`config.mk`:
```
export PLATFORM = sky130hd
export DESIGN_NAME = area_max
export DESIGN_NICKNAME = d
export VERILOG_FILES = /design/src/rtl/geom_pkg.sv /design/src/rtl/area_max.sv
export VERILOG_INCLUDE_DIRS = /design/src /design/src/rtl
export SDC_FILE = /design/constraint.sdc
export NUM_CORES = 1
export LEC_CHECK = 0
export ABC_AREA = 1
export BUFFER_PORTS_ARGS = -buffer_cell sky130_fd_sc_hd__clkbuf_2
export CORE_MARGIN = 2
export CORE_UTILIZATION = 39
export DETAILED_ROUTE_END_ITERATION = 12
export GPL_TIMING_DRIVEN = 0
export HOLD_SLACK_MARGIN = 0.05
export SLEW_MARGIN = 20
export SYNTH_ARGS = -nofsm -noshare
export SYNTH_HDL_FRONTEND = slang
export SYNTH_SLANG_ARGS = --single-unit
```
`constraint.sdc`:
```
create_clock -name clk -period 8.41 [get_ports clk]
set_input_delay 1.682 -clock clk [delete_from_list [all_inputs] [get_ports clk]]
set_output_delay 1.682 -clock clk [all_outputs]
set_load 0.03 [all_outputs]
```
`src/rtl/rect_area_settings.svh`:
```
`ifndef RECT_AREA_SETTINGS_SVH
`define RECT_AREA_SETTINGS_SVH

// coordinate and index widths
`define RA_COORD_W 18
`define RA_IDX_W 10

// point memory depth
`define RA_MAX_POINTS 512

// text rom address width
`define RA_ROM_ADDR_W 17

`define RA_AREA_W 64

`endif
```
`src/rtl/geom_pkg.sv`:
```
`include "rect_area_settings.svh"

package geom_pkg;

    typedef logic [`RA_COORD_W-1:0] coord_t;
    typedef logic [`RA_IDX_W-1:0] pt_idx_t;
    typedef logic [`RA_AREA_W-1:0] area_t;

    typedef struct packed {
        coord_t x;
        coord_t y;
    } point_t;

    // two opposite corners plus the final pair flag of a scan
    typedef struct packed {
        point_t a;
        point_t b;
        logic   last;
    } pair_t;

endpackage

```
`src/rtl/area_max.sv`:
```
`timescale 1ns/1ps

module area_max (
    input  logic            clk,
    input  logic            rst,
    input  logic            pair_valid_i,
    input  geom_pkg::pair_t pair_i,
    input  logic            scan_empty_i,
    output geom_pkg::area_t result_o,
    output logic            done_o
);
    import geom_pkg::*;

    coord_t dx;
    coord_t dy;
    area_t  width;
    area_t  height;
    area_t  area;

    area_t area_q;
    logic  valid_q;
    logic  last_q;
    logic  fin_q;
    area_t result_q;
    logic  done_q;

    assign dx = (pair_i.a.x > pair_i.b.x) ? (pair_i.a.x - pair_i.b.x)
                                          : (pair_i.b.x - pair_i.a.x);
    assign dy = (pair_i.a.y > pair_i.b.y) ? (pair_i.a.y - pair_i.b.y)
                                          : (pair_i.b.y - pair_i.a.y);

    // tiles are counted inclusively
    assign width  = area_t'(dx) + 1'b1;
    assign height = area_t'(dy) + 1'b1;
    assign area   = width * height;

    always_ff @(posedge clk) begin
        area_q <= area;
    end

    always_ff @(posedge clk) begin
        if (rst) begin
            valid_q  <= 1'b0;
            last_q   <= 1'b0;
            fin_q    <= 1'b0;
            result_q <= '0;
            done_q   <= 1'b0;
        end else begin
            valid_q <= pair_valid_i;
            last_q  <= pair_valid_i && pair_i.last;
            if (valid_q && (area_q > result_q)) begin
                result_q <= area_q;
            end
            // done follows the final update by a cycle
            fin_q <= last_q;
            if (fin_q || scan_empty_i) begin
                done_q <= 1'b1;
            end
        end
    end

    assign result_o = result_q;
    assign done_o   = done_q;

endmodule

```
Word level (Yosys, flattened, before mapping)
Index checks and enable logic that the tools add are counted.
{"block": "word_totals", "mem_bits_rw": 0, "elab_cells": 21, "reg_bits": 80, "latch_bits": 0, "output_inout_bits": 65, "rom_bits": 0, "mem_count": 0}
{"block": "classes", "reduce_logical": 3, "magnitude_cmp": 3, "bitwise": 0, "eq_ne": 0, "n_addsub": 6, "shifts": 0, "mul": 1, "muxes": 2, "div": 0}
{"cell": "$sub A18 B18 Y18", "count": 4}
{"cell": "$add A18 B1 Y19 const B", "count": 2}
{"cell": "$gt A38 B38 Y1", "count": 1}
{"cell": "$mul A19 B19 Y38", "count": 1}
{"cell": "$gt A18 B18 Y1", "count": 2}
{"cell": "$mux W18", "count": 2}
{"cell": "$logic_and A1 B1 Y1", "count": 2}
{"cell": "$logic_or A1 B1 Y1", "count": 1}

Longest topological paths before layout
{"block": "logic_depth", "ltp_word": 4, "ltp_mapped": 47, "ltp_nobuf": 44}

Least setup slack after synthesis
No wires, ideal clock.
{"block": "synth_timing", "path_kind": "input port to flip-flop", "startpoint": "in pair_i[10] (netlist name)", "endpoint": "reg area_q[34]", "path_buffers": 2, "arrival_time_ns": 8.802, "setup_ns": 0.125, "path_stages": 35, "slack_ns": -0.517, "path_cell_list": "inv_1 > ha_1 > nand2_4 > inv_1 > a21oi_2 > nand3_1 > nand2_1 > nand2_2 > buf_4 > nand3_1 > nand2_1 > inv_1 > ha_1 > nand3_2 > nor2_4 > nand2_2 > xor2_2 > buf_2 > nand2_1 > fa_1 > inv_1 > fa_1 > fa_1 > fa_1 > fa_1 > inv_1 > fa_1 > inv_1 > ha_1 > nand2_1 > nor4_1 > nand2_1 > o211ai_1 > a31oi_1 > xor2_1"}
{"block": "synth_between", "elab_chain_len": 4, "word_cells_on_any_way": 6, "cone_classes": "add/sub: 3; mul: 1; order compare: 1; mux: 1"}
{"item": "from (decl)", "line": "area_max.sv:7", "source": "input geom_pkg::pair_t pair_i,"}
{"item": "$sub A18 B18 Y18, or another cell as far along", "line": "area_max.sv:30", "source": ": (pair_i.b.y - pair_i.a.y);"}
{"item": "$mux W18 (*)", "line": "area_max.sv:29", "source": "assign dy = (pair_i.a.y > pair_i.b.y) ? (pair_i.a.y - pair_i.b.y)"}
{"item": "$add A18 B1 Y19 (*)", "line": "area_max.sv:34", "source": "assign height = area_t'(dy) + 1'b1;"}
{"item": "$mul A19 B19 Y38 (*)", "line": "area_max.sv:35", "source": "assign area = width * height;"}
{"item": "named net area[34]", "line": "area_max.sv:18", "source": "area_t area;"}
{"item": "to (signal assigned)", "line": "area_max.sv:38", "source": "area_q <= area;"}
{"item": "to (decl)", "line": "area_max.sv:20", "source": "area_t area_q;"}
Mark *: on every way through the listed nets, which the timed path passes. The rest lies on a longest branch.
A chain may end at the register's enable or synchronous reset.

Worst setup path in the final report
{"block": "layout_timing", "startpoint": "in pair_i[55] (netlist name)", "endpoint": "reg area_q[36]"}
{"block": "layout_between", "elab_chain_len": 4, "word_cells_on_any_way": 6, "cone_classes": "add/sub: 3; mul: 1; order compare: 1; mux: 1"}
{"item": "$sub A18 B18 Y18, or another cell as far along", "line": "area_max.sv:28", "source": ": (pair_i.b.x - pair_i.a.x);"}
{"item": "$mux W18 (*)", "line": "area_max.sv:27", "source": "assign dx = (pair_i.a.x > pair_i.b.x) ? (pair_i.a.x - pair_i.b.x)"}
{"item": "$add A18 B1 Y19 (*)", "line": "area_max.sv:33", "source": "assign width = area_t'(dx) + 1'b1;"}
{"item": "$mul A19 B19 Y38 (*)", "line": "area_max.sv:35"}
{"item": "named net area[36]", "line": "area_max.sv:18"}
Marks and branches as above.

==> metrics <==
post-DP HPWL 51320 um; EDFF count, synth 0; Via density 4.873; detailed-route via count about 20000; WL/cell 15.57 um; vias in the first global route between 20000 and 25000; mapped cell area 21280 sq um; DRT Pass-1 Iters 6; commonest non-fill, non-tap cell in the layout nand2_1; Worst Path Required ~8600 ps; min cycle time layout a little under 9000 ps; total CTS buffers 9; Synth area leader fa_1; Synth Register Bits 80; H-tree Lvls 3; Routability Congestion 0.9414; CTS tree done; Hold Path Class flop to flop; placed cell count 3871; Die Span Y 237.6 um; hold violation total from the final report 0; Total GRT Usage between 20% and 30%; Worst Path Max Fanout 8; # diodes 0; worst skew pair latency 340 ps; critical path's slowest cell fa_1; startpoint types primary input; Rel. slew slack a little under three fifths; met1 Use GR 29.86%; DRT iter0 DRCs 1352; clock root buffer clkbuf_16; synth warn 0; CTS max path bufs 2; syn_area_per_cell 7.008 sq um; Arrival @ worst endpoint 8970 ps; Layout area overhead 32.59%; Mapped Cells between 3000 and 4000; Seq/Total Area, Yosys 7.528%; Reg clk slew, reported paths 60 ps; Tcrit/Tclk final 103.9%; Fmax achieved 0.1144 GHz; first-pass GRT wire length 103000 um; CORE AREA 53920 sq um; Pins Over Slew Limit 0; Slew @ Worst Pin between 600 and 700 ps; Rows 85; async set-reset flop share out of synthesis 0%; DRT antenna net count 0; top cells by area, synth fa_1, nand2_1, ha_1; final cell count without fillers between 4000 and 5000; commonest cells after routing, fill and taps aside nand2_1, inv_1, fa_1; Setup CP Type primary input to flop; slowest stage delay, CP 570 ps; antenna violations before repair 0; DRC 0; I/O pin count 142; largest net degree at the start of global routing 14; Max Cap Viol 0; status finished, violations left; Port-buffer cells 114; RSZ-0062 raised after global routing yes; pre-CTS setup slack -1827 ps; layout net count 4050; Synth top area share 27.48%; die width 237.6 um; crit end category flop; grt peak-use layer met2; met2 Resource Use GR 39.29%; die area between 50000 and 60000 sq um; clk sinks 80; skew final 6.002 ps; layout cells sized above 1 between 20% and 30%; GR Util met3 under 10%; Starting Density 39.46%; count of cell types in the netlist 53; final setup vio count 17; GRT overflow 0; setup ws final -330.3 ps; ys flop type dfxtp_1; violated checks negative setup slack; Post-Route WL 64600 um
layer usage:
metal  up-vias  share of wire, %
li1       9881                 -
met1      9613                44
met2       605                48
met3       119               5.1
met4         0               3.5
met5         -                 0
registers in the layout, summed over array words and instances (netlist names):
signal	count
area_q	38
result_o	38
done_o	1
fin_q	1
last_q	1
valid_q	1
cells in the mapped netlist (22+ instances only):
cell type and instances:
nor2_2 24, o21ai_0 55, xnor2_1 24, nor2_1 248
nand2_2 32, nand3_1 113, inv_1 677, buf_4 36
nand2_1 807, dfxtp_1 80, fa_1 292, nand4_1 28
a21oi_1 154, buf_2 22, xor2_1 45, ha_1 233
kinds of logic after synthesis:
kind of cell             share of synthesized area (%)
other                                          0.01763
AO/OA/AOI/OAI                                    6.399
AND/OR/NAND/NOR                                  26.18
flip-flops                                       7.528
XOR/XNOR                                         3.329
buffers and inverters                            15.37
adder cells (fa/ha/maj)                          41.18
what timing repair did:
action / in CTS / in global routing
buffers inserted: 207 / 62
cloned: 3 / 0
pin swaps: 183 / 137
setup endpoints to repair: 30 / 24
gates resized for setup: 409 / 184
hold buffers: 0 / 0
endpoints found under the hold margin: 0 / 0
through the flow:
step / hold slack [ps] / TNS, ps / utilization (%) / cell area [sq um]
finish: 405.1 / -3506 / 52.31 / 28210
global route: 428.3 / -8344 / 52.31 / 28210
CTS: 410.1 / -712.9 / 50.24 / 27090
detailed placement: 399.9 / -39000 / 43.57 / 23500
global placement: 401.8 / -37400 / 43.57 / 23500
floorplan: 388.3 / -361.2 / - / 22050
critical path: cells and delay by family:
family,cells,cell delay (ps)
AO/OA/AOI/OAI,1,90
AND/OR/NAND/NOR,17,1960
buffers and inverters,11,1060
adder cells (fa/ha/maj),10,4000
XOR/XNOR,1,140
final cells by class:
class | instances | area, sq um
Buffer | 87 | 794.5
Clock buffer | 11 | 242.7
Multi-Input combinational cell | 2186 | 19040
Sequential cell | 80 | 1602
Timing Repair Buffer | 382 | 2853
Inverter | 702 | 2701
Clock inverter | 5 | 103.9
Fill cell | 5084 | 25710
Tap cell | 696 | 870.8
path summary, 6_finish.rpt:
kind              depth (start not counted)          from  slack (ps)      endpoint
hold reg to reg                           2        last_q         410         fin_q
setup reg to reg                         13  result_o[25]        5390  result_o[27]
setup / recovery                         40    pair_i[55]        -330    area_q[36]
hold / removal                            2        last_q         410         fin_q
Power is left out: the tool's default activity adds up to more than one toggle a clock period on the data nets, which glitch-free logic cannot reach.
