<file path="src/rtl/rect_area_settings.svh">
`ifndef RECT_AREA_SETTINGS_SVH
`define RECT_AREA_SETTINGS_SVH

// coordinate and index widths
`define RA_COORD_W 18
`define RA_IDX_W 10

// point memory depth
`define RA_MAX_POINTS 512

// text rom address width
`define RA_ROM_ADDR_W 17

`define RA_AREA_W 64

`endif
</file>
<file path="src/rtl/rom_pkg.sv">
`include "rect_area_settings.svh"

package rom_pkg;

    // ascii text rom
    typedef logic [7:0] rom_byte_t;
    typedef logic [`RA_ROM_ADDR_W-1:0] rom_addr_t;

    typedef enum logic {
        PARSE_READING,
        PARSE_FINISHED
    } parse_state_e;

    // pair scan control
    typedef enum logic [1:0] {
        SCAN_IDLE,
        SCAN_RUNNING,
        SCAN_FINISHED
    } scan_state_e;

endpackage

</file>
<file path="src/rtl/geom_pkg.sv">
`include "rect_area_settings.svh"

package geom_pkg;

    typedef logic [`RA_COORD_W-1:0] coord_t;
    typedef logic [`RA_IDX_W-1:0] pt_idx_t;
    typedef logic [`RA_AREA_W-1:0] area_t;

    typedef struct packed {
        coord_t x;
        coord_t y;
    } point_t;

    // two opposite corners plus the final pair flag of a scan
    typedef struct packed {
        point_t a;
        point_t b;
        logic   last;
    } pair_t;

endpackage

</file>
<file path="src/rtl/point_parser.sv">
`timescale 1ns/1ps
`include "rect_area_settings.svh"

module point_parser (
    input  logic               clk,
    input  logic               rst,
    input  rom_pkg::rom_byte_t rom_data_i,
    output rom_pkg::rom_addr_t rom_addr_o,
    output logic               wr_en_o,
    output geom_pkg::pt_idx_t  wr_idx_o,
    output geom_pkg::point_t   wr_point_o,
    output logic               parse_done_o,
    output geom_pkg::pt_idx_t  point_count_o
);
    import geom_pkg::*;
    import rom_pkg::*;

    parse_state_e state;
    rom_addr_t    addr_q;
    coord_t       x_q;
    coord_t       y_q;
    logic         comma_seen;
    pt_idx_t      count_q;
    logic         done_q;

    logic   is_digit;
    logic   is_nul;
    logic   is_end;
    logic   has_room;
    logic   stop;
    coord_t digit;

    assign is_digit = (rom_data_i >= "0") && (rom_data_i <= "9");
    assign is_nul   = (rom_data_i == 8'h00);
    assign is_end   = (rom_data_i == 8'h0a) || is_nul;
    assign has_room = (count_q < `RA_MAX_POINTS);
    // a nul at address zero is just an empty first byte
    assign stop     = is_nul && (addr_q != '0);
    assign digit    = coord_t'(rom_data_i[3:0]);

    // point is complete in x_q/y_q when its terminator arrives
    assign wr_en_o    = (state == PARSE_READING) && is_end && comma_seen && has_room;
    assign wr_idx_o   = count_q;
    assign wr_point_o = '{x: x_q, y: y_q};

    assign rom_addr_o    = addr_q;
    assign parse_done_o  = done_q;
    assign point_count_o = count_q;

    always_ff @(posedge clk) begin
        if (rst) begin
            state      <= PARSE_READING;
            addr_q     <= '0;
            x_q        <= '0;
            y_q        <= '0;
            comma_seen <= 1'b0;
            count_q    <= '0;
            done_q     <= 1'b0;
        end else begin
            done_q <= 1'b0;
            if (state == PARSE_READING) begin
                if (!stop) begin
                    addr_q <= addr_q + 1'b1;
                end
                if (is_digit) begin
                    // value * 10 + digit
                    if (comma_seen) begin
                        y_q <= (y_q << 3) + (y_q << 1) + digit;
                    end else begin
                        x_q <= (x_q << 3) + (x_q << 1) + digit;
                    end
                end else if (rom_data_i == ",") begin
                    comma_seen <= 1'b1;
                end else if (is_end) begin
                    if (wr_en_o) begin
                        count_q <= count_q + 1'b1;
                    end
                    x_q        <= '0;
                    y_q        <= '0;
                    comma_seen <= 1'b0;
                    if (stop) begin
                        state  <= PARSE_FINISHED;
                        done_q <= 1'b1;
                    end
                end
                // cr, space and anything else only advance
            end
        end
    end

endmodule

</file>
<file path="config.mk">
export PLATFORM = sky130hd
export DESIGN_NAME = point_parser
export DESIGN_NICKNAME = d
export VERILOG_FILES = /design/src/rtl/rom_pkg.sv /design/src/rtl/geom_pkg.sv /design/src/rtl/point_parser.sv
export VERILOG_INCLUDE_DIRS = /design/src /design/src/rtl
export SDC_FILE = /design/constraint.sdc
export NUM_CORES = 1
export LEC_CHECK = 0
export ABC_AREA = 1
export BUFFER_PORTS_ARGS = -buffer_cell sky130_fd_sc_hd__clkbuf_2
export CORE_ASPECT_RATIO = 0.6
export CORE_MARGIN = 2
export CORE_UTILIZATION = 52
export DETAILED_ROUTE_END_ITERATION = 8
export MAX_ROUTING_LAYER = met4
export PLACE_DENSITY = 0.72
export SYNTH_ARGS = -nofsm -noshare
export SYNTH_HDL_FRONTEND = slang
export SYNTH_SLANG_ARGS = --single-unit
</file>
<file path="constraint.sdc">
create_clock -name clk -period 2.56 [get_ports clk]
set_input_delay 0.128 -clock clk [delete_from_list [all_inputs] [get_ports clk]]
set_output_delay 0.128 -clock clk [all_outputs]
set_load 0.05 [all_outputs]
</file>
Word level (Yosys, flattened, before mapping)
Index checks and enable logic that the tools add are counted.
{"block": "op_classes", "add_sub_neg": 6, "order_cmp": 3, "n_eq_ne": 5, "mux": 13, "n_bitwise": 4, "n_reduce_logical": 16}
{"op": "18-bit 2-to-1 mux", "n": 6}
{"op": "18-bit adder", "n": 2}
{"op": "18-bit by 4-bit adder with 18-bit output", "n": 2}
{"op": "17-bit by 1-bit adder with 17-bit output (second input constant)", "n": 1}
{"op": "17-bit nonzero test", "n": 1}
{"op": "10-bit by 1-bit adder with 10-bit output (second input constant)", "n": 1}
{"op": "10-bit < comparator (second input constant)", "n": 1}
{"op": "8-bit by 4-bit equality test with 1-bit output (second input constant)", "n": 1}
{"op": "8-bit by 6-bit equality test with 1-bit output (second input constant)", "n": 1}
{"op": "8-bit by 6-bit >= comparator with 1-bit output (second input constant)", "n": 1}
{"op": "8-bit by 6-bit <= comparator with 1-bit output (second input constant)", "n": 1}
{"op": "8-bit logical NOT", "n": 1}
{"op": "4-bit AND reduction", "n": 2}
{"op": "1-bit 2-to-1 mux", "n": 7}
{"op": "2-bit inequality test (second input constant)", "n": 3}
{"op": "1-bit logical AND", "n": 5}
{"op": "5-bit AND reduction", "n": 1}
{"op": "1-bit NOT", "n": 4}
{"op": "2-bit nonzero test", "n": 2}
{"op": "3-bit AND reduction", "n": 1}
{"op": "2-bit AND reduction", "n": 1}
{"op": "2-bit OR reduction", "n": 1}
{"op": "1-bit logical OR", "n": 1}
{"block": "totals", "register_bits": 66, "inputBits": 10, "out_inout_bits": 75, "word_cells": 54}

Depth between registers and ports, before layout
Gate-level depths: netlist of the first run.
{"block": "depth", "depth_word": 7, "ltp_mapped": 14, "mapped_depth_nobuf": 14}

Least setup slack after synthesis of the first run
No wires, ideal clock.
{"block": "synth_path", "kind": "reg2reg", "from": "reg y_q[0]", "to": "reg y_q[9]", "setup_time_ns": 0.129, "t_arrival_ns": 2.366, "t_required_ns": 2.431, "path_slack_ns": 0.065, "stages_incl_launch_ff": 12, "path_buffers": 0, "synth_period_minus_slack_ns": 2.495, "path_cell_list": "dfxtp_1 -> inv_1 -> fa_1 -> inv_1 -> ha_1 -> nand3_1 -> nand3_1 -> nand2_1 -> nand2_1 -> or2_2 -> nand3_1 -> a21oi_1"}
{"block": "synth_via", "elab_chain_len": 4}
{"item": "start: declaration", "line": "point_parser.sv:21", "rtl": "coord_t y_q;"}
{"item": "start signal: assignment", "line": "point_parser.sv:68", "rtl": "y_q <= (y_q << 3) + (y_q << 1) + digit;"}
{"item": "18-bit adder", "line": "point_parser.sv:68"}
{"item": "18-bit by 4-bit adder with 18-bit output", "line": "point_parser.sv:68"}
{"item": "18-bit 2-to-1 mux", "line": "point_parser.sv:67", "rtl": "if (comma_seen) begin"}
{"item": "18-bit 2-to-1 mux", "line": "point_parser.sv:65", "rtl": "if (is_digit) begin"}
Every way passes these cells. The select of a mux whose other input is x is not followed.
A chain may end at the register's enable or synchronous reset.

Final worst setup path of the first run
Ends and elaborated chain as after synthesis.

==> metrics.txt, run 1 <==
post-synth top area cell dfxtp_1; dpl cell area between 5000 and 6000 um2; critical-path maximum fanout 4; Antenna Nets Post-Route 0; post-route setup slack around 0.25 ns; Die Area roughly 11000 um2; Nets approximately 990; VDD IR max ~0.31 mV; prevailing post-synth register cell dfxtp_1; antenna cells 0; Sink Count between 60 and 70; Syn Nets 919; crit path capture type register; post-route insts no fill around 1100; pre-CTS setup slack around 0.28 ns; Final TNS setup 0 ns; Slew @ Worst Pin approximately 0.63 ns; Worst-Skew Late Latency around 0.34 ns; Pwr Density 406 nW/um2; Final Wtd Congestion between 0.9 and 1; largest net degree at the start of global routing roughly 50; Gate Count Post-Synth 842; Worst-path clk slew 0.06 ns; Setup CP Type register to register; Post-Layout Inst Area 6220 um2; Post-CTS Hold Buffers 0; Synth Cell Area around 5500 um2; Avg Cell Area, Syn ~6.5 um2; Avg WL per Cell around 13 um; CP bufs+invs 2; flip-flop and latch count after synthesis 66; first drt pass iteration count 5; Crit path top cell by count nand3_1; Final Util 61.9%; Area growth, synth to finish 13.5%; grt total ovfl 0; number of enable flip-flop cells after synthesis 0; Startpoint Class register; total CTS buffers 9; Die Wd ~140 um; # rows 28; fin. max-slew vios 0; layout cells sized above 1 14.2%; CTS tree yes; clk_skew 0.00716 ns; share of the synthesized area in the top cell type about 24%; placed cells slightly above 1000; Max Root-Sink Buffers 2; Unique masters post-synth 35; Final Total Pwr about 2.5 mW; vias in the first global route between 5000 and 6000; Initial Util roughly 54%; Syn. warnings 0; final wirelength 14200 um; delay-heaviest family, CP adder cells; Final Hold Fails 0; Slowest cell on crit path fa_1; worst stage delay on the critical path 0.56 ns; hold slack about 0.23 ns; DRC violations left 0; Final Critical Period about 2.3 ns; io pins 85; Seq/Total Area, Yosys 24.1%; Final HPWL DP 11000 um; RSZ-0062 raised after global routing false; Hold Crit Class primary input to register; Fmax about 430 MHz; Static Leak 3.34 nW; Vias/cell roughly 5.2; via count about 5500; # port buffers between 80 and 90; H-tree Lvls 3; MaxCap Viol Count 0; CP Data Required Time 2.77 ns; core area around 10000 um2; asr flop ratio synth 0%; antenna violations before repair 0; Tot GR Track Use a little over a quarter; chip height ~84 um; dominant cells by area after synthesis dfxtp_1 24%, nand2_1 17%, ha_1 14%; Slew headroom roughly 58%; fin crit share roughly nine tenths; Final Setup Violations 0; crit path cell chain inv_1, fa_1, inv_1, ha_1, nand3_1, nand3_1, nand2_1, nand2_1, or2_2, nand3_1, a21oi_1; status completed; post-CTS setup buffers 0; Iter 0 DRT Violations about 330; clk root buf clkbuf_16; Arr. time, crit path 2.52 ns; # resized after CTS 0; first-pass GRT wire length about 24000 um
==> final timing paths <==
| check | start | slack [ns] | end | cells after the start |
|---|---|---|---|---|
| worst max-delay path | y_q[0]$_SDFFE_PP0P_ | 0.25 | y_q[9]$_SDFFE_PP0P_ | 11 |
| worst min-delay path | rom_data_i[0] | 0.23 | x_q[0]$_SDFFE_PP0P_ | 5 |
| worst max register to register | y_q[0]$_SDFFE_PP0P_ | 0.25 | y_q[9]$_SDFFE_PP0P_ | 11 |
| worst min register to register | y_q[17]$_SDFFE_PP0P_ | 0.47 | y_q[17]$_SDFFE_PP0P_ | 2 |
==> where the power goes <==
part	total [mW]	switching (mW)	internal, mW
Clock	1.30	0.513	0.792
Sequential	1.05	0.0121	1.04
Combinational	0.173	0.126	0.0477
==> cells in the mapped netlist (2+ instances only) <==
cell type / count
and2_1: 2
dfxtp_1: 66
or2_2: 7
nand2_4: 3
nand3b_1: 5
ha_1: 63
nor2_1: 66
nand2_1: 252
buf_4: 12
nor3b_1: 2
xnor2_1: 5
a21oi_1: 69
nand4_1: 10
buf_6: 5
nand3_1: 58
fa_1: 4
a21oi_4: 2
inv_2: 2
nand3_2: 5
o21ai_0: 23
inv_1: 127
xor2_1: 17
clkbuf_1: 6
nor3_1: 18
nand2_2: 3
==> layout make-up <==
cell class              count  area, um2
multi-input cells         623       3500
repair buffers             86        435
well taps                 135        169
clock buffers              10        239
flip-flops and latches     66       1320
inverters                 129        484
clock inverters             6       72.6
fillers                   912       3830
==> placed cells by master, fill, tap and decap left out, types with 7 or more instances in the layout <==
cell type and instances:
nand2_1 252, nand3_1 58, inv_1 127, xor2_1 17
or2_2 7, o21ai_0 23, nand4_1 10, clkbuf_16 9
dfxtp_1 66, ha_1 63, nor2_1 66, nor3_1 18
a21oi_1 69, clkbuf_2 84
==> routing by layer <==
layer / global-route usage (%) / vias to the layer above / part of all wire (%)
met5: - / - / 0
met4: 6.06 / 0 / 0.77
met3: 5.65 / 8 / 7.1
met2: 38.3 / 178 / 40
met1: 38.4 / 2462 / 52
li1: - / 2825 / -
==> state kept, by name, indices dropped and copies added (netlist names) <==
name / flops
comma_seen: 1
parse_done_o: 1
y_q: 18
state: 1
x_q: 18
rom_addr_o: 17
point_count_o: 10
==> worst register-to-register path, stage by stage (launching register included) <==
cell and delay [ns]:
dfxtp_1 0.36, inv_1 0.09, fa_1 0.56, inv_1 0.06, ha_1 0.30, nand3_1 0.08
nand3_1 0.10, nand2_1 0.09, nand2_1 0.11, or2_2 0.29, nand3_1 0.08, a21oi_1 0.07
==> cell families after synthesis <==
family                     synth area share, %
xor gates and xnor gates                  3.52
DFF                                       24.1
and+or+nand+nor                           35.0
AOI/OAI and AO/OA                         9.46
buffers and inverters                     12.0
adders and majority gates                 15.9
Note: power is estimated with default switching activity, not from simulation.
==> run 2, diff against run 1 <==
--- a/config.mk
+++ b/config.mk
@@ -8,12 +8,14 @@
 export LEC_CHECK = 0
 export ABC_AREA = 1
 export BUFFER_PORTS_ARGS = -buffer_cell sky130_fd_sc_hd__clkbuf_2
+export CELL_PAD_IN_SITES_DETAIL_PLACEMENT = 0
+export CELL_PAD_IN_SITES_GLOBAL_PLACEMENT = 1
 export CORE_ASPECT_RATIO = 0.6
 export CORE_MARGIN = 2
-export CORE_UTILIZATION = 52
+export CORE_UTILIZATION = 41
 export DETAILED_ROUTE_END_ITERATION = 8
 export MAX_ROUTING_LAYER = met4
-export PLACE_DENSITY = 0.72
+export PLACE_DENSITY = 0.8
 export SYNTH_ARGS = -nofsm -noshare
 export SYNTH_HDL_FRONTEND = slang
 export SYNTH_SLANG_ARGS = --single-unit
==> run 2 against run 1 <==
Core utilization is 13 points lower. First-iteration DRC count shrank 4.2%. Final area increased by 0.56%. Critical path depth fell by 1. Cell count is 3.4% higher. Sequential share of layout area decreased by 0.12 points. Largest power group unchanged. Routed wire length is 4.4% higher. Fmax is 0.53% lower. Global-route usage down 4.6 points.
==> metrics.txt, run 2 (same netlist as run 1, synthesis figures left out) <==
status completed; # resized after CTS 0; Area growth, synth to finish 14.2%; H-tree Lvls 3; crit path capture type register; Arr. time, crit path 2.58 ns; Final Wtd Congestion between 0.8 and 0.9; CP bufs+invs 2; Final Hold Fails 0; final wirelength around 15000 um; first-pass GRT wire length between 20000 and 25000 um; RSZ-0062 raised after global routing false; Fmax roughly 430 MHz; Sink Count between 60 and 70; total CTS buffers 9; Slew headroom a little over half; Die Wd about 150 um; worst stage delay on the critical path 0.50 ns; antenna violations before repair 0; MaxCap Viol Count 0; largest net degree at the start of global routing just under 50; via count 5282; critical-path maximum fanout 4; most frequent cells in the layout 252 x nand2_1, 127 x inv_1, 84 x clkbuf_2; clk root buf clkbuf_16; Final Critical Period 2.32 ns; delay-heaviest family, CP adder cells; Slowest cell on crit path fa_1; antenna cells 0; core area around 13000 um2; chip height approximately 94 um; register area about 1300 um2; VDD IR max between 0.3 and 0.4 mV; io pins 85; Avg WL per Cell around 14 um; Final TNS setup 0 ns; post-CTS setup buffers 0; Static Leak around 3.3 nW; fin crit share 90.8%; Fill cells roughly 1400; fin. max-slew vios 0; Final HPWL DP ~11000 um; Tot GR Track Use between 20% and 30%; Vias/cell between 4 and 5; # rows 32; Pwr Density between 300 and 400 nW/um2; post-route setup slack between 0.2 and 0.25 ns; Hold Crit Class primary input to register; grt total ovfl 0; DRC violations left 0; CTS tree yes; Startpoint Class register; clk_skew between 0.006 and 0.007 ns; Max Root-Sink Buffers 2; Post-CTS Hold Buffers 0; Nets between 900 and 1000; Antenna Nets Post-Route 0; Final Total Pwr between 2 and 2.5 mW; Die Area 14300 um2; first drt pass iteration count 5; Slew @ Worst Pin about 0.70 ns; vias in the first global route around 4700; CP Data Required Time about 2.8 ns; Setup CP Type register to register; most common cell after layout, fill and taps aside nand2_1; area of the multi-input gates between 3000 and 4000 um2; Initial Util between 40 and 50%; # port buffers 84; pre-CTS setup slack about 0.27 ns; Iter 0 DRT Violations 317; Final Setup Violations 0; Worst-path clk slew about 0.060 ns; crit path cell chain inv_1, fa_1, fa_1, inv_1, nand3_1, nand3_1, o21ai_0, a21oi_1, nand2_1, a21oi_1; Worst-Skew Late Latency 0.34 ns; layout cells sized above 1 between 10% and 20%
[run 2: cell count changes in the layout (fill, tap and decap cells not counted), sizes merged]
cell / previous run / this run
inv: 132 / 130
clkinvlp: 1 / 3
buf: 2 / 3
[run 2: routing by layer]
| layer | global-route usage (%) | share of wire, % | vias up |
|---|---|---|---|
| met5 | - | 0 | - |
| met1 | 35.3 | 59 | 2328 |
| met2 | 28.1 | 35 | 114 |
| li1 | - | - | 2829 |
| met3 | 4.26 | 5.6 | 11 |
| met4 | 3.70 | 0.57 | 0 |
[run 2: per-stage QoR]
step	area, um2	hold slack (ns)	util, %	cells
3_5_place_dp	5960	0.458	46.1	1075
5_1_grt	6250	0.237	48.4	1091
6_report	6250	0.207	48.4	1091
4_1_cts	6250	0.205	48.4	1091
3_3_place_gp	5960	0.456	46.1	1075
2_1_floorplan	5480	0.367	-	842
[run 2: area by class of cell]
class / count / area share (%)
Clock buffer: 10 / 3.66
Clock inverter: 6 / 1.06
Inverter: 129 / 7.74
Multi-Input combinational cell: 623 / 55.9
Sequential cell: 66 / 21.1
Tap cell: 170 / 3.40
Timing Repair Buffer: 87 / 7.08
[run 2: path summary, 6_finish.rpt]
check	startpoint	end	slack, ns	depth (start not counted)
max	y_q[0]$_SDFFE_PP0P_	y_q[6]$_SDFFE_PP0P_	0.24	10
min	rom_data_i[0]	x_q[0]$_SDFFE_PP0P_	0.21	5
max reg2reg	y_q[0]$_SDFFE_PP0P_	y_q[6]$_SDFFE_PP0P_	0.24	10
min reg2reg	x_q[17]$_SDFFE_PP0P_	x_q[17]$_SDFFE_PP0P_	0.47	2
[run 2: worst min-delay path, cell delays in order]
cell and delay, ns:
clkbuf_2 0.10, inv_1 0.07, nor2_1 0.07, nand2_1 0.07
a21oi_1 0.05
[run 2: where the power goes]
part,switching (mW),internal (mW)
sequential,0.0124,1.04
clock,0.506,0.756
combinational,0.129,0.0482
total,0.647,1.84
==> run 3, diff against run 2 <==
--- a/config.mk
+++ b/config.mk
@@ -11,7 +11,7 @@
 export CELL_PAD_IN_SITES_DETAIL_PLACEMENT = 0
 export CELL_PAD_IN_SITES_GLOBAL_PLACEMENT = 1
 export CORE_ASPECT_RATIO = 0.6
-export CORE_MARGIN = 2
+export CORE_MARGIN = 1.5
 export CORE_UTILIZATION = 41
 export DETAILED_ROUTE_END_ITERATION = 8
 export MAX_ROUTING_LAYER = met4
==> run 3 against run 2 <==
Total power rose by 0.45%. Core utilization is 0.12 points higher. Non-clock buffer count increased by 1. Fmax shrank 0.70%. Hold slack got worse by 0.015 ns. Register-to-register slack got worse by 0.02 ns. Die area down 1.7%. Largest power group unchanged. Count of clock-buffer cells in the layout down 1.
==> metrics.txt, run 3 (same netlist as run 1, synthesis figures left out) <==
R2R Path Start y_q[0]$_SDFFE_PP0P_; placed cells about 1100; post-CTS setup buffers 0; io pins 85; Final TNS setup 0 ns; RSZ-0062 raised after global routing false; via count about 5300; crit path cell chain inv_1, fa_1, inv_1, ha_1, nand3_1, nand3_1, nand2_1, nand2_1, or2_2, nand3_1, a21oi_1; # port buffers 84; final wirelength about 15000 um; Initial Util a little over two fifths; clk root buf clkbuf_16; Max Root-Sink Buffers 2; Startpoint Class register; Pwr Density 399 nW/um2; Slew headroom ~53%; Setup CP Type register to register; core area 12900 um2; first-pass GRT wire length approximately 25000 um; fin. max-slew vios 0; Slew @ Worst Pin around 0.7 ns; Iter 0 DRT Violations around 330; Hold Crit Class primary input to register; first drt pass iteration count 5; VDD IR max around 0.35 mV; Final Hold Fails 0; Die Area 14100 um2; Post-CTS Hold Buffers 0; clk_skew 0.00943 ns; hold slack between 0.15 and 0.2 ns; Antenna Nets Post-Route 0; CP Data Required Time 2.77 ns; Sink Count 66; MaxCap Viol Count 0; met3 GRT Util under 10%; antenna cells 0; Final Critical Period 2.34 ns; crit path capture type register; Tot GR Track Use roughly 22%; vias in the first global route around 4800; Area growth, synth to finish 14.5%; Fill cells around 1400; Arr. time, crit path around 2.6 ns; DRC violations left 0; Final Setup Violations 0; post-route insts no fill 1092; most common cell after layout, fill and taps aside nand2_1; most frequent cells in the layout 252 x nand2_1, 127 x inv_1, 84 x clkbuf_2; Crit path top cell by count nand3_1; Fmax about 430 MHz; # rows 32; worst hold path startpoint rom_data_i[0]; total CTS buffers 9; Die Wd ~150 um; grt total ovfl 0; first element of the critical path y_q[0]$_SDFFE_PP0P_; Final Util approximately half; Final Total Pwr around 2.5 mW; GRT busiest layer met1; Worst-Skew Late Latency approximately 0.34 ns; met2 usage 29.5%; critical-path maximum fanout 4; fin crit share about nine tenths; worst stage delay on the critical path 0.56 ns; Avg WL per Cell roughly 14 um; Static Leak 3.35 nW; Nets approximately 990; CTS tree yes; Final Wtd Congestion 0.830; Final HPWL DP roughly 11000 um; chip height 92.5 um; Vias/cell 4.81; Slowest cell on crit path fa_1; met1 GRT Util 35.1%; largest net degree at the start of global routing 49; status completed; # resized after CTS 0; H-tree Lvls 3; Worst-path clk slew roughly 0.06 ns; layout cells sized above 1 roughly 14%; antenna violations before repair 0
==> run 3: cell types whose count changed in the layout (fill, tap and decap cells not counted) <==
cell        change
buf_4           +1
clkbuf_1        -1
clkinv_4        +3
clkinvlp_4      -2
==> run 3: final cells by class <==
class                      instances  area [um2]  share of cell area [%]
multi-input combinational        623        3500                    55.8
sequential                        66        1320                    21.1
inverter                         129         484                    7.72
timing repair buffer              88         450                    7.18
clock buffer                       9         225                    3.59
tap                              170         213                    3.39
clock inverter                     7        77.6                    1.24
==> run 3: critical path, delay by kind of cell, from the launching register on <==
family | cells | cell delay, ns
flops | 1 | 0.36
fa+ha+maj | 2 | 0.87
buf+inv | 2 | 0.14
compound gates | 1 | 0.06
simple gates | 6 | 0.80
==> run 3: stage by stage <==
stage                     worst slack [ns]  cell area, um2
final                                0.220            6270
after global routing                0.0461            6270
after CTS                            0.231            6270
after detailed placement             0.252            5970
after global placement               0.303            5970
after floorplan                     0.0650            5480
==> run 3: worst paths after layout <==
path         cells past startpoint                   end  slack (ns)
max                             11   y_q[9]$_SDFFE_PP0P_        0.22
max reg2reg                     11   y_q[9]$_SDFFE_PP0P_        0.22
min                              5   x_q[0]$_SDFFE_PP0P_        0.19
min reg2reg                      2  x_q[17]$_SDFFE_PP0P_        0.46
==> run 3: per-layer routing <==
metal,part of all wire (%),up-vias
li1,-,2829
met1,58,2297
met2,36,121
met3,5.0,9
met4,0.73,0
met5,0,-
==> run 3: where the power goes <==
group          internal [mW]  switching [mW]  leakage, nW
logic                 0.0489           0.129         2.67
registers               1.04          0.0121        0.532
clock network          0.761           0.512        0.146
total                   1.85           0.653         3.35
