### src/rtl/rect_area_settings.svh
`ifndef RECT_AREA_SETTINGS_SVH
`define RECT_AREA_SETTINGS_SVH

// coordinate and index widths
`define RA_COORD_W 18
`define RA_IDX_W 10

// point memory depth
`define RA_MAX_POINTS 512

// text rom address width
`define RA_ROM_ADDR_W 17

`define RA_AREA_W 64

`endif
### src/rtl/rom_pkg.sv
`include "rect_area_settings.svh"

package rom_pkg;

    // ascii text rom
    typedef logic [7:0] rom_byte_t;
    typedef logic [`RA_ROM_ADDR_W-1:0] rom_addr_t;

    typedef enum logic {
        PARSE_READING,
        PARSE_FINISHED
    } parse_state_e;

    // pair scan control
    typedef enum logic [1:0] {
        SCAN_IDLE,
        SCAN_RUNNING,
        SCAN_FINISHED
    } scan_state_e;

endpackage

### src/rtl/geom_pkg.sv
`include "rect_area_settings.svh"

package geom_pkg;

    typedef logic [`RA_COORD_W-1:0] coord_t;
    typedef logic [`RA_IDX_W-1:0] pt_idx_t;
    typedef logic [`RA_AREA_W-1:0] area_t;

    typedef struct packed {
        coord_t x;
        coord_t y;
    } point_t;

    // two opposite corners plus the final pair flag of a scan
    typedef struct packed {
        point_t a;
        point_t b;
        logic   last;
    } pair_t;

endpackage

### src/rtl/pair_scanner.sv
`timescale 1ns/1ps

module pair_scanner (
    input  logic              clk,
    input  logic              rst,
    input  logic              parse_done_i,
    input  geom_pkg::pt_idx_t point_count_i,
    output geom_pkg::pt_idx_t rd_idx_a_o,
    output geom_pkg::pt_idx_t rd_idx_b_o,
    input  geom_pkg::point_t  rd_point_a_i,
    input  geom_pkg::point_t  rd_point_b_i,
    output logic              pair_valid_o,
    output geom_pkg::pair_t   pair_o,
    output logic              scan_empty_o
);
    import geom_pkg::*;
    import rom_pkg::*;

    scan_state_e state;
    pt_idx_t     i_q;
    pt_idx_t     j_q;
    pt_idx_t     last_i_q;
    logic        valid_q;
    logic        last_q;
    logic        empty_q;

    logic    issue;
    logic    row_end;
    logic    issue_last;
    pt_idx_t next_j;

    // j runs 0..i-1 for each i
    assign issue      = (state == SCAN_RUNNING);
    assign next_j     = j_q + 1'b1;
    assign row_end    = (next_j == i_q);
    assign issue_last = row_end && (i_q == last_i_q);

    assign rd_idx_a_o = i_q;
    assign rd_idx_b_o = j_q;

    // ram data arrives one cycle after the address
    assign pair_valid_o = valid_q;
    assign pair_o       = '{a: rd_point_a_i, b: rd_point_b_i, last: last_q};
    assign scan_empty_o = empty_q;

    always_ff @(posedge clk) begin
        if (rst) begin
            state    <= SCAN_IDLE;
            i_q      <= '0;
            j_q      <= '0;
            last_i_q <= '0;
            valid_q  <= 1'b0;
            last_q   <= 1'b0;
            empty_q  <= 1'b0;
        end else begin
            valid_q <= issue;
            last_q  <= issue && issue_last;
            empty_q <= 1'b0;
            case (state)
                SCAN_IDLE: begin
                    if (parse_done_i) begin
                        if (point_count_i < pt_idx_t'(2)) begin
                            empty_q <= 1'b1;
                            state   <= SCAN_FINISHED;
                        end else begin
                            i_q      <= pt_idx_t'(1);
                            j_q      <= '0;
                            last_i_q <= point_count_i - 1'b1;
                            state    <= SCAN_RUNNING;
                        end
                    end
                end
                SCAN_RUNNING: begin
                    if (row_end) begin
                        j_q <= '0;
                        i_q <= i_q + 1'b1;
                        if (issue_last) begin
                            state <= SCAN_FINISHED;
                        end
                    end else begin
                        j_q <= next_j;
                    end
                end
                default: begin
                    state <= SCAN_FINISHED;
                end
            endcase
        end
    end

endmodule

### config.mk
export PLATFORM = sky130hd
export DESIGN_NAME = pair_scanner
export DESIGN_NICKNAME = d
export VERILOG_FILES = /design/src/rtl/rom_pkg.sv /design/src/rtl/geom_pkg.sv /design/src/rtl/pair_scanner.sv
export VERILOG_INCLUDE_DIRS = /design/src /design/src/rtl
export SDC_FILE = /design/constraint.sdc
export NUM_CORES = 1
export LEC_CHECK = 0
export BUFFER_PORTS_ARGS = -buffer_cell sky130_fd_sc_hd__buf_2
export CAP_MARGIN = 20
export CORE_MARGIN = 3
export CORE_UTILIZATION = 45
export DETAILED_ROUTE_END_ITERATION = 16
export PLACE_DENSITY = 0.9
export SLEW_MARGIN = 20
export SYNTH_ARGS = -nofsm -noshare
export SYNTH_HDL_FRONTEND = slang
export SYNTH_SLANG_ARGS = --single-unit
### constraint.sdc
create_clock -name clk -period 3.9 [get_ports clk]
set_input_delay 0.585 -clock clk [delete_from_list [all_inputs] [get_ports clk]]
set_output_delay 0.585 -clock clk [all_outputs]
set_load 0.01 [all_outputs]
After elaboration in Yosys (flattened, before gate mapping)

Index checks and enable logic that the tools add are counted.

Register bits after elaboration: 35
Output and inout bits: 95
Logic and storage cells: 44

Add/subtract/negate cells: 3
Order comparisons: 1
Eq/ne operators: 7
Muxes and demuxes: 14
Bitwise operators: 3
Reductions and logical operators: 9

Operators with widths:

| operator                                               | number |
|---|---|
| 2-to-1 mux 10 bit                                      | 6 |
| case mux 10 bit (2 select lines)                       | 2 |
| adder 10 x 1 -> 10 bit (second input constant)         | 2 |
| == test 10 bit                                         | 2 |
| < comparator 10 x 2 -> 1 bit (second input constant)   | 1 |
| subtractor 10 x 1 -> 10 bit (second input constant)    | 1 |
| AND reduction 3 bit                                    | 3 |
| 2-to-1 mux 2 bit                                       | 4 |
| inequality test 2 x 1 -> 1 bit (second input constant) | 2 |
| inequality test 2 bit (second input constant)          | 2 |
| case mux 2 bit (2 select lines)                        | 1 |
| AND reduction 4 bit                                    | 1 |
| NOT 1 bit                                              | 3 |
| OR reduction 3 bit                                     | 1 |
| == test 2 x 1 -> 1 bit (second input constant)         | 1 |
| logical AND 1 bit                                      | 2 |
| zero test 2 bit                                        | 1 |
| nonzero test 2 bit                                     | 1 |
| 2-to-1 mux 1 bit                                       | 1 |

Logic depth before layout (Yosys ltp)

Gate-level depths: netlist of the first run.

Depth in word-level cells: 6
Depth in mapped cells: 9

Worst setup path before layout of the first run

Ideal clock, no wire load.

Path kind: reg2reg
From: register j_q[0] (netlist: rd_idx_b_o[0])
To: register i_q[9] (netlist: rd_idx_a_o[9])
Library setup time: 0.070 ns
Arrival: 2.341 ns
Required time: 3.830 ns
Slack: 1.489 ns
Cell stages (with the launch flop): 9
Path buffers: 0
Period minus slack after synthesis: 2.411 ns
Cells stage by stage: dfxtp_1 ha_1 nand3_1 o21ai_0 o31ai_1 nor4_4 o211ai_2 or4_1 a21oi_1

Cells in the longest elaborated chain, start to end: 4

Ends and longest elaborated chain:

| element                                  | RTL line           | text |
|---|---|---|
| from (decl)                              | pair_scanner.sv:21 | `pt_idx_t j_q;` |
| from (signal assigned)                   | pair_scanner.sv:81 | `j_q <= next_j;` |
| adder 10 x 1 -> 10 bit                   | pair_scanner.sv:34 | `assign next_j = j_q + 1'b1;` |
| == test 10 bit                           | pair_scanner.sv:35 | `assign row_end = (next_j == i_q);` |
| inequality test 2 x 1 -> 1 bit (no line) | -                  |  |
| AND reduction 4 bit (no line)            | -                  |  |
| to (signal assigned)                     | pair_scanner.sv:66 | `i_q <= pt_idx_t'(1);` |
| to (signal assigned)                     | pair_scanner.sv:76 | `i_q <= i_q + 1'b1;` |
| to (decl)                                | pair_scanner.sv:20 | `pt_idx_t i_q;` |

Every way passes these cells.
A chain may end at the register's enable or synchronous reset.

Worst setup path after layout of the first run

From: register j_q[0] (netlist: rd_idx_b_o[0])
To: register j_q[8] (netlist: rd_idx_b_o[8])

Cells in the longest elaborated chain, start to end: 4

Ends and longest elaborated chain:

| element                              | RTL line           | text |
|---|---|---|
| adder 10 x 1 -> 10 bit (*)           | pair_scanner.sv:34 |  |
| == test 10 bit                       | pair_scanner.sv:35 |  |
| 2-to-1 mux 10 bit (*)                | pair_scanner.sv:74 | `if (row_end) begin` |
| case mux 10 bit (2 select lines) (*) | pair_scanner.sv:59 | `case (state)` |

Every way passes the cells marked *; elsewhere a longest branch is shown, timed or not.

==> PnR_summary.wiki, run 1 <==
{| class="wikitable"
! Metric !! Value
|-
| Final Max Tran Viols || 0
|-
| TritonRoute pass-1 iters || 4
|-
| Number of global-route vias before repair || 1947
|-
| Post-synthesis instance area || 0.00257 mm2
|-
| Drt total wl || approximately 5.3 mm
|-
| Total congestion overflow after global routing || 0
|-
| Synth Warn # || 0
|-
| Area taken by flip-flops and latches || 701 um2
|-
| Level count of the clock H-tree || 2
|-
| Endpoint type of the worst setup path || register
|-
| DIE HEIGHT || 81.6 um
|-
| First-pass GRT wire length || 8.85 mm
|-
| Synth-to-Final Area Change || -8.32%
|-
| Clock tree from TritonCTS || built
|-
| Worst Clk Skew || 7.32 ps
|-
| Floorplan core area || 0.00530 mm2
|-
| Clock insertion delay at the later pin of the skew report || 300 ps
|-
| Mean cell area of the mapped netlist || 8.06 um2
|-
| Initial antenna violation count || 0
|-
| Synthesized netlist cell count || 319
|-
| Number of fill cells || approximately 540
|-
| Die footprint || ~0.0067 mm2
|-
| Number of vias after detailed routing || 2049
|-
| CTS root buffer || clkbuf_8
|-
| Number of clock sinks || 35
|-
| Fmax achieved || 0.329 GHz
|-
| Port Buf Inserts || 35
|-
| Critical path cell sequence || ha_1 > nand3_1 > and2_1 > o21ai_0 > o21ai_0 > a21boi_1 > o21ai_0 > a31oi_1
|-
| Data required, critical path || approximately 4000 ps
|-
| FF+latch count, synth || 35
|-
| MaxCap Viol Count || 0
|-
| Number of buffers on the longest clock path || 2
|-
| Routed via count divided by cell count || 5.94
|-
| Row cnt || 26
|-
| Classification of the worst-slack hold path || reg2reg
|-
| Clock slew at reported path FFs || around 70 ps
|-
| Share of layout cells above drive strength 1 || 18.5%
|-
| Commonest cells after routing, fill and taps aside || 35 x buf_2, 35 x dfxtp_1, 22 x xnor2_1, 21 x nor2_1, 19 x a21oi_1
|-
| Number of buffers created by CTS || 5
|-
| Relative max-transition margin || 26.5%
|-
| Number of diodes || 0
|-
| Synth Flop Type || dfxtp_1
|-
| Most frequent cell on the critical path || o21ai_0
|-
| Horizontal die dimension || 81.6 um
|-
| Setup Crit Path Kind || reg2reg
|-
| Detailed-route wire length per cell || 15.4 um
|-
| Setup repair after global routing missed its margin || false
|-
| Result of the run || finished, final reports clean
|-
| CP max stage delay || 900 ps
|-
| Critical-path maximum fanout || 17
|-
| Hold-fix buffers, CTS || 0
|-
| Hpwl dp || slightly below 4 mm
|-
| Gpl congestion || 0.891
|-
| Reg2Reg Depth || 8
|-
| Placed cell areas || around 0.0022 mm2
|-
| DRC violation count after routing || 0
|-
| Post-route standard cell area excluding fillers || 0.00236 mm2
|-
| Postcts setup bufs || 0
|-
| Post-CTS resize count || 0
|-
| Arrival time of data at the critical path endpoint || roughly 3300 ps
|-
| Share of synthesized area occupied by flip-flops and latches || a little over a quarter
|-
| Final critical-path share of the clock period || 78.0%
|-
| Hold Vio Cnt, Final || 0
|-
| Reported leakage power || 0.880 nW
|-
| DRC violation total after the first TritonRoute iteration || 128
|-
| Highest ir drop seen on vdd || 0.194 mV
|-
| Actual slew at the worst max-slew pin || 1100 ps
|-
| Total nets after synthesis || 407
|-
| Num ports || 180
|-
| Tot GR Track Use || between 15 and 20%
|-
| Final period demand of the worst path || 3040 ps
|-
| Slowest library cell on the worst path || a21boi_1
|-
| Count of nets after finishing || 362
|-
| Number of enable-type register cells in the synthesized netlist || 0
|-
| Count of endpoints failing setup in the final report || 0
|-
| Startpoint Class || register
|-
| Setup total negative slack || 0 ps
|-
| Power density relative to cell area || 395 mW/mm2
|-
| Distinct cell type count of the synthesized netlist || 43
|-
| Post-DRT Antenna Nets || 0
|-
| Share of synthesized flip-flops with an asynchronous set or reset || 0%
|-
| WHS Path Cells || 2
|-
| Total area of multi-input combinational cells || 0.00124 mm2
|-
| Pin count of the biggest net entering global routing || 23
|-
| Initial standard-cell utilization of the core || between 40 and 50%
|}
## cell type report
| class | instances | area share (%) |
|---|---|---|
| multi-input cells | 192 | 52.5 |
| flip-flops and latches | 35 | 29.7 |
| repair buffers | 36 | 7.75 |
| well taps | 70 | 3.72 |
| clock buffers | 6 | 3.08 |
| clock inverters | 2 | 2.55 |
| inverters | 4 | 0.637 |
## sequential cells by signal (all words and copies together) (netlist names)
name          count
last_i_q         10
last_q            1
pair_valid_o      1
rd_idx_a_o       10
rd_idx_b_o       10
scan_empty_o      1
state             2
## per-stage QoR
stage / hold WS (ps) / util (%) / std cells / total power (W) / worst slack [ps]
floorplan: 458 / - / 319 / 0.000584 / 1490
global placement: 471 / 42.0 / 337 / 0.000540 / 1150
detailed placement: 474 / 42.0 / 337 / 0.000547 / 924
CTS: 487 / 44.5 / 345 / 0.000936 / 919
global route: 506 / 44.5 / 345 / 0.000978 / 591
finish: 488 / 44.5 / 345 / 0.000932 / 858
## path summary, 6_finish.rpt
path / from / to / slack (ps)
worst max-delay path: rd_idx_b_o[0]$_SDFFE_PP0P_ / rd_idx_b_o[8]$_SDFFE_PP0P_ / 860
worst min-delay path: last_i_q[9]$_SDFFE_PP0P_ / last_i_q[9]$_SDFFE_PP0P_ / 490
worst max register to register: rd_idx_b_o[0]$_SDFFE_PP0P_ / rd_idx_b_o[8]$_SDFFE_PP0P_ / 860
worst min register to register: last_i_q[9]$_SDFFE_PP0P_ / last_i_q[9]$_SDFFE_PP0P_ / 490
## synthesized netlist by cell type (3+ instances only)
cell      number  share of area [%]
buf_4         75                 22
dfxtp_1       35                 27
xnor2_1       22                7.5
nor2_1        21                3.1
a21oi_1       19                3.7
nand3_1       14                2.7
o21ai_0       14                2.7
a211oi_1      11                3.2
a31oi_1       10                2.4
nand2_1        9                1.3
clkbuf_1       8                1.2
xor2_1         8                2.7
nor3_1         7                1.4
or3_1          7                1.7
and3_1         5                1.2
nand4_1        5                1.2
buf_2          4               0.78
inv_1          4               0.58
nand2b_1       4               0.97
nor2b_1        4               0.97
ha_1           3                1.5
nor4_1         3               0.73
## logic make-up after synthesis
group	Yosys count	share of synthesized area (%)
compound gates	67	16.4
xor+xnor	30	10.2
fa+ha+maj	3	1.46
buf+inv	92	24.6
flops	35	27.3
mux	2	0.827
simple gates	90	19.2
## routing by layer
layer / GRT usage [%] / part of all wire (%) / vias to the layer above
li1: - / - / 951
met1: 19.1 / 42 / 976
met2: 28.8 / 48 / 102
met3: 6.47 / 8.7 / 20
met4: 7.31 / 2.0 / 0
met5: 0 / 0 / -
## power breakdown
part	internal (W)	switching [W]	leakage, nW	total [W]
sequential	0.000377	0.0000225	0.285	0.000399
combinational	0.0000586	0.0000818	0.529	0.000140
clock	0.000256	0.000137	0.0654	0.000392
## critical path, delay by kind of cell, from the launching register on
family | cells | cell delay, ps
compound gates | 5 | 1810
fa+ha+maj | 1 | 340
flops | 1 | 440
simple gates | 2 | 380
(Power assumes the default switching activity.)
==> inputs of run 2 (changes only) <==
--- a/config.mk
+++ b/config.mk
@@ -6,12 +6,13 @@
 export SDC_FILE = /design/constraint.sdc
 export NUM_CORES = 1
 export LEC_CHECK = 0
+export ABC_AREA = 1
 export BUFFER_PORTS_ARGS = -buffer_cell sky130_fd_sc_hd__buf_2
 export CAP_MARGIN = 20
 export CORE_MARGIN = 3
-export CORE_UTILIZATION = 45
+export CORE_UTILIZATION = 38
 export DETAILED_ROUTE_END_ITERATION = 16
-export PLACE_DENSITY = 0.9
+export PLACE_DENSITY = 0.8
 export SLEW_MARGIN = 20
 export SYNTH_ARGS = -nofsm -noshare
 export SYNTH_HDL_FRONTEND = slang
==> constraint.sdc (replaced) <==
create_clock -name clk -period 2.6 [get_ports clk]
set_input_delay 0.39 -clock clk [delete_from_list [all_inputs] [get_ports clk]]
set_output_delay 0.39 -clock clk [all_outputs]
set_load 0.01 [all_outputs]
==> run 2 against run 1 <==
  * Utilization down 7.3 points
  * Worst setup slack got worse by 430 ps
  * Combinational power grew 76%
  * Non-clock buffer count rose by 1
  * Critical endpoint is now rd_idx_a_o[2]$_SDFFE_PP0P_
==> PnR_summary.wiki, run 2 <==
{| class="wikitable"
! Metric !! Value
|-
| Relative max-transition margin || 66.6% (+40 points)
|-
| Pin count of the biggest net entering global routing || 27 (+17%)
|-
| MaxCap Viol Count || 0 (unchanged)
|-
| Hold-fix buffers, CTS || 0 (unchanged)
|-
| Synth Warn # || 0 (unchanged)
|-
| Launch point of the worst reg-to-reg path || rd_idx_b_o[0]$_SDFFE_PP0P_
|-
| Tot GR Track Use || 14.0% (-3.0 points)
|-
| Most frequent cells after synthesis || 83 x nand2_1, 73 x buf_4, 35 x dfxtp_1, 35 x inv_1
|-
| Distinct cell type count of the synthesized netlist || 35 (-19%)
|-
| Slowest library cell on the worst path || dfxtp_1
|-
| Worst hold slack across all endpoints || 276 ps (-212 ps)
|-
| Initial standard-cell utilization of the core || 39.3% (-9.2 points)
|-
| Yosys top cell area share || 26.1% (-1.2 points)
|-
| Hpwl dp || 4.24 mm (+8.4%)
|-
| Post-synthesis mux area share || 0% (-0.83 points)
|-
| WHS Path Cells || 2 (unchanged)
|-
| Clock insertion delay at the later pin of the skew report || 300 ps (about the same)
|-
| Post-route standard cell area excluding fillers || 0.00254 mm2 (+7.7%)
|-
| DRC violation count after routing || 0 (unchanged)
|-
| Commonest cells after routing, fill and taps aside || 83 x nand2_1, 35 x inv_1, 35 x buf_2, 35 x dfxtp_1
|-
| R2R Setup Slk || 420 ps (-430 ps)
|-
| Most frequent cell on the critical path || nand2_1
|-
| Total congestion overflow after global routing || 0 (unchanged)
|-
| Cell type with the highest aggregate area in the netlist || dfxtp_1
|-
| Actual slew at the worst max-slew pin || 500 ps (-600 ps)
|-
| Die footprint || 0.00811 mm2 (+22%)
|-
| Port Buf Inserts || 35 (unchanged)
|-
| Xor and xnor area share after synthesis || 5.54% (-4.7 points)
|-
| Post-DRT Antenna Nets || 0 (unchanged)
|-
| Total power || 0.00143 W (+54%)
|-
| Detailed-route wire length per cell || 12.3 um (-20%)
|-
| Floorplan core area || 0.00683 mm2 (+29%)
|-
| Top cells by area in the synthesized netlist || dfxtp_1 26%, buf_4 20%, nand2_1 12%, nand3_1 6.3%, a21oi_1 5.4%
|-
| Data required, critical path || 2760 ps (-1360 ps)
|-
| Fmax achieved || 0.460 GHz (+40%)
|-
| DRC violation total after the first TritonRoute iteration || 163 (+27%)
|-
| Number of buffers on the longest clock path || 2 (unchanged)
|-
| Setup total negative slack || 0 ps (unchanged)
|-
| Startpoint Class || register
|-
| Mean cell area of the mapped netlist || 6.73 um2 (-16%)
|-
| Share of synthesized area occupied by flip-flops and latches || 26.1% (-1.2 points)
|-
| Total nets after synthesis || 487 (+20%)
|-
| Post-CTS resize count || 0 (unchanged)
|-
| Horizontal die dimension || 90.1 um (+10%)
|-
| Power density relative to cell area || 564 mW/mm2 (+43%)
|-
| Area share of and/or/nand/nor cells after synthesis || 29.8% (+11 points)
|-
| Worst min-delay path endpoint || last_i_q[0]$_SDFFE_PP0P_
|-
| Post-synthesis instance area || 0.00269 mm2 (+4.5%)
|-
| Reg2Reg Depth || 12 (+4)
|-
| Final critical-path share of the clock period || 83.7% (+5.7 points)
|-
| Final period demand of the worst path || 2180 ps (-866 ps)
|-
| Most common cell in the synthesized netlist || nand2_1
|-
| Setup repair after global routing missed its margin || false
|-
| Level count of the clock H-tree || 2 (unchanged)
|-
| Number of fill cells || 724 (+33%)
|-
| Post-Synth Adder-Cell Area || 1.40% (-0.063 points)
|-
| Share of layout cells above drive strength 1 || 15.5% (-3.1 points)
|-
| Hold Vio Cnt, Final || 0 (unchanged)
|-
| Number of buffers created by CTS || 5 (unchanged)
|-
| CP max stage delay || 460 ps (-440 ps)
|-
| Critical-path maximum fanout || 10 (-7)
|-
| Number of vias after detailed routing || 2276 (+11%)
|-
| Classification of the worst-slack hold path || in2reg
|-
| Post-route core utilization || 37.2% (-7.3 points)
|-
| Critical path cell sequence || ha_1 > nand2_1 > o21bai_1 > nand2_1 > nand2_1 > nand2_1 > nor2_1 > nand3_2 > o21bai_4 > nand2_4 > nand2_1 > a21oi_1
|-
| Arrival time of data at the critical path endpoint || 2340 ps (-930 ps)
|-
| Synth Flop Type || dfxtp_1
|-
| Result of the run || finished, final reports clean
|-
| Routed via count divided by cell count || 4.97 (-16%)
|-
| Synthesized netlist cell count || 399 (+25%)
|-
| Placed cell areas || 0.00241 mm2 (+8.2%)
|-
| Worst Clk Skew || 8.83 ps (+1.51 ps)
|-
| Postcts setup bufs || 0 (unchanged)
|-
| Endpoint type of the worst setup path || register
|-
| Count of nets after finishing || 449 (+24%)
|-
| Clock tree from TritonCTS || built
|-
| Setup Crit Path Kind || reg2reg
|-
| Number of diodes || 0 (unchanged)
|-
| Start point of the worst min-delay path || point_count_i[0]
|-
| Synth-to-Final Area Change || -5.50%
|-
| Combinational family with the most area after synthesis || simple AND/OR/NAND/NOR gates
|-
| DIE HEIGHT || 90.1 um (+10%)
|-
| FF+latch count, synth || 35 (unchanged)
|-
| Reported leakage power || 1.09 nW (+24%)
|-
| Row cnt || 30 (+15%)
|-
| Drt total wl || 5.65 mm (+6.2%)
|-
| Initial antenna violation count || 0 (unchanged)
|-
| Num ports || 180 (unchanged)
|-
| TritonRoute pass-1 iters || 5 (+1)
|-
| Number of clock sinks || 35 (unchanged)
|-
| Complex-gate fraction of the synthesized area || 10.2% (-6.2 points)
|-
| First-pass GRT wire length || 9.40 mm (+6.2%)
|-
| Most common library cell in the layout ignoring fill and taps || nand2_1
|-
| Final Max Tran Viols || 0 (unchanged)
|-
| Highest ir drop seen on vdd || 0.225 mV (+15%)
|-
| CTS root buffer || clkbuf_8
|-
| Gpl congestion || 0.891 (about the same)
|-
| Clock slew at reported path FFs || 80 ps (about the same)
|-
| Number of enable-type register cells in the synthesized netlist || 0 (unchanged)
|-
| Share of synthesized flip-flops with an asynchronous set or reset || 0% (unchanged)
|-
| Capture point of the worst reg-to-reg path || rd_idx_a_o[2]$_SDFFE_PP0P_
|-
| Count of endpoints failing setup in the final report || 0 (unchanged)
|-
| Number of global-route vias before repair || 2031 (+4.3%)
|}
run 2: changes by cell type in the layout (fill, tap and decap cells not counted), sizes merged, moves of 7 or more:
cell    before  now
a211oi      11    1
a21oi       19   29
a31oi       10    2
inv          4   36
nand2        9   85
nand3       14   36
nor2        21   38
or3          7    0
xnor2       22    2
xor2         8   15
run 2: worst max-delay path: cells and delay by family (launching register included):
kind / cells / cell delay (ps)
adder cells (fa/ha/maj): 1 / 220
AO/OA/AOI/OAI: 3 / 600
AND/OR/NAND/NOR: 8 / 780
flip-flops: 1 / 460
run 2: cell families after synthesis:
group | after synthesis
simple gates | 178
buf+inv | 118
compound gates | 48
flops | 35
xor+xnor | 17
fa+ha+maj | 3
run 2: worst max path at each step:
| stage | depth (start not counted) | from | endpoint | slack [ps] |
|---|---|---|---|---|
| global route | 12 | rd_idx_b_o[0]$_SDFFE_PP0P_ | rd_idx_a_o[2]$_SDFFE_PP0P_ | 200 |
| floorplan | 12 | rd_idx_b_o[0]$_SDFFE_PP0P_ | rd_idx_a_o[0]$_SDFFE_PP0P_ | 690 |
| CTS | 12 | rd_idx_b_o[0]$_SDFFE_PP0P_ | rd_idx_a_o[2]$_SDFFE_PP0P_ | 440 |
| global placement | 12 | rd_idx_b_o[0]$_SDFFE_PP0P_ | rd_idx_a_o[0]$_SDFFE_PP0P_ | 530 |
| finish | 12 | rd_idx_b_o[0]$_SDFFE_PP0P_ | rd_idx_a_o[2]$_SDFFE_PP0P_ | 420 |
| detailed placement | 12 | rd_idx_b_o[0]$_SDFFE_PP0P_ | rd_idx_a_o[6]$_SDFFE_PP0P_ | 450 |
run 2: routing by layer:
layer | vias up | share of wire (%) | GRT usage (%) | wire length (um)
met5 | - | 0 | 0 | 0
met1 | 1003 | 44 | 17.1 | 2500
met4 | 0 | 2.6 | 7.40 | 144
met3 | 23 | 8.4 | 4.18 | 477
met2 | 115 | 45 | 22.2 | 2530
li1 | 1135 | - | - | -
run 2: metrics by stage:
step,cells,worst slack (ps)
after floorplan,399,692
after global placement,450,530
after detailed placement,450,451
after CTS,458,439
after global routing,458,202
final,458,425
run 2: cell type report:
type | count | area [um2] | area share, %
Sequential cell | 35 | 701 | 27.6
Multi-Input combinational cell | 246 | 1260 | 49.6
Clock buffer | 6 | 72.6 | 2.86
Clock inverter | 2 | 60.1 | 2.37
Tap cell | 96 | 120 | 4.73
Timing Repair Buffer | 37 | 190 | 7.49
Inverter | 36 | 135 | 5.32
run 2: report_power, final:
part,internal [W],switching [W],leakage [nW]
sequential,0.000567,0.0000271,0.285
clock,0.000383,0.000207,0.0654
combinational,0.0000869,0.000161,0.738
total,0.00104,0.000395,1.09
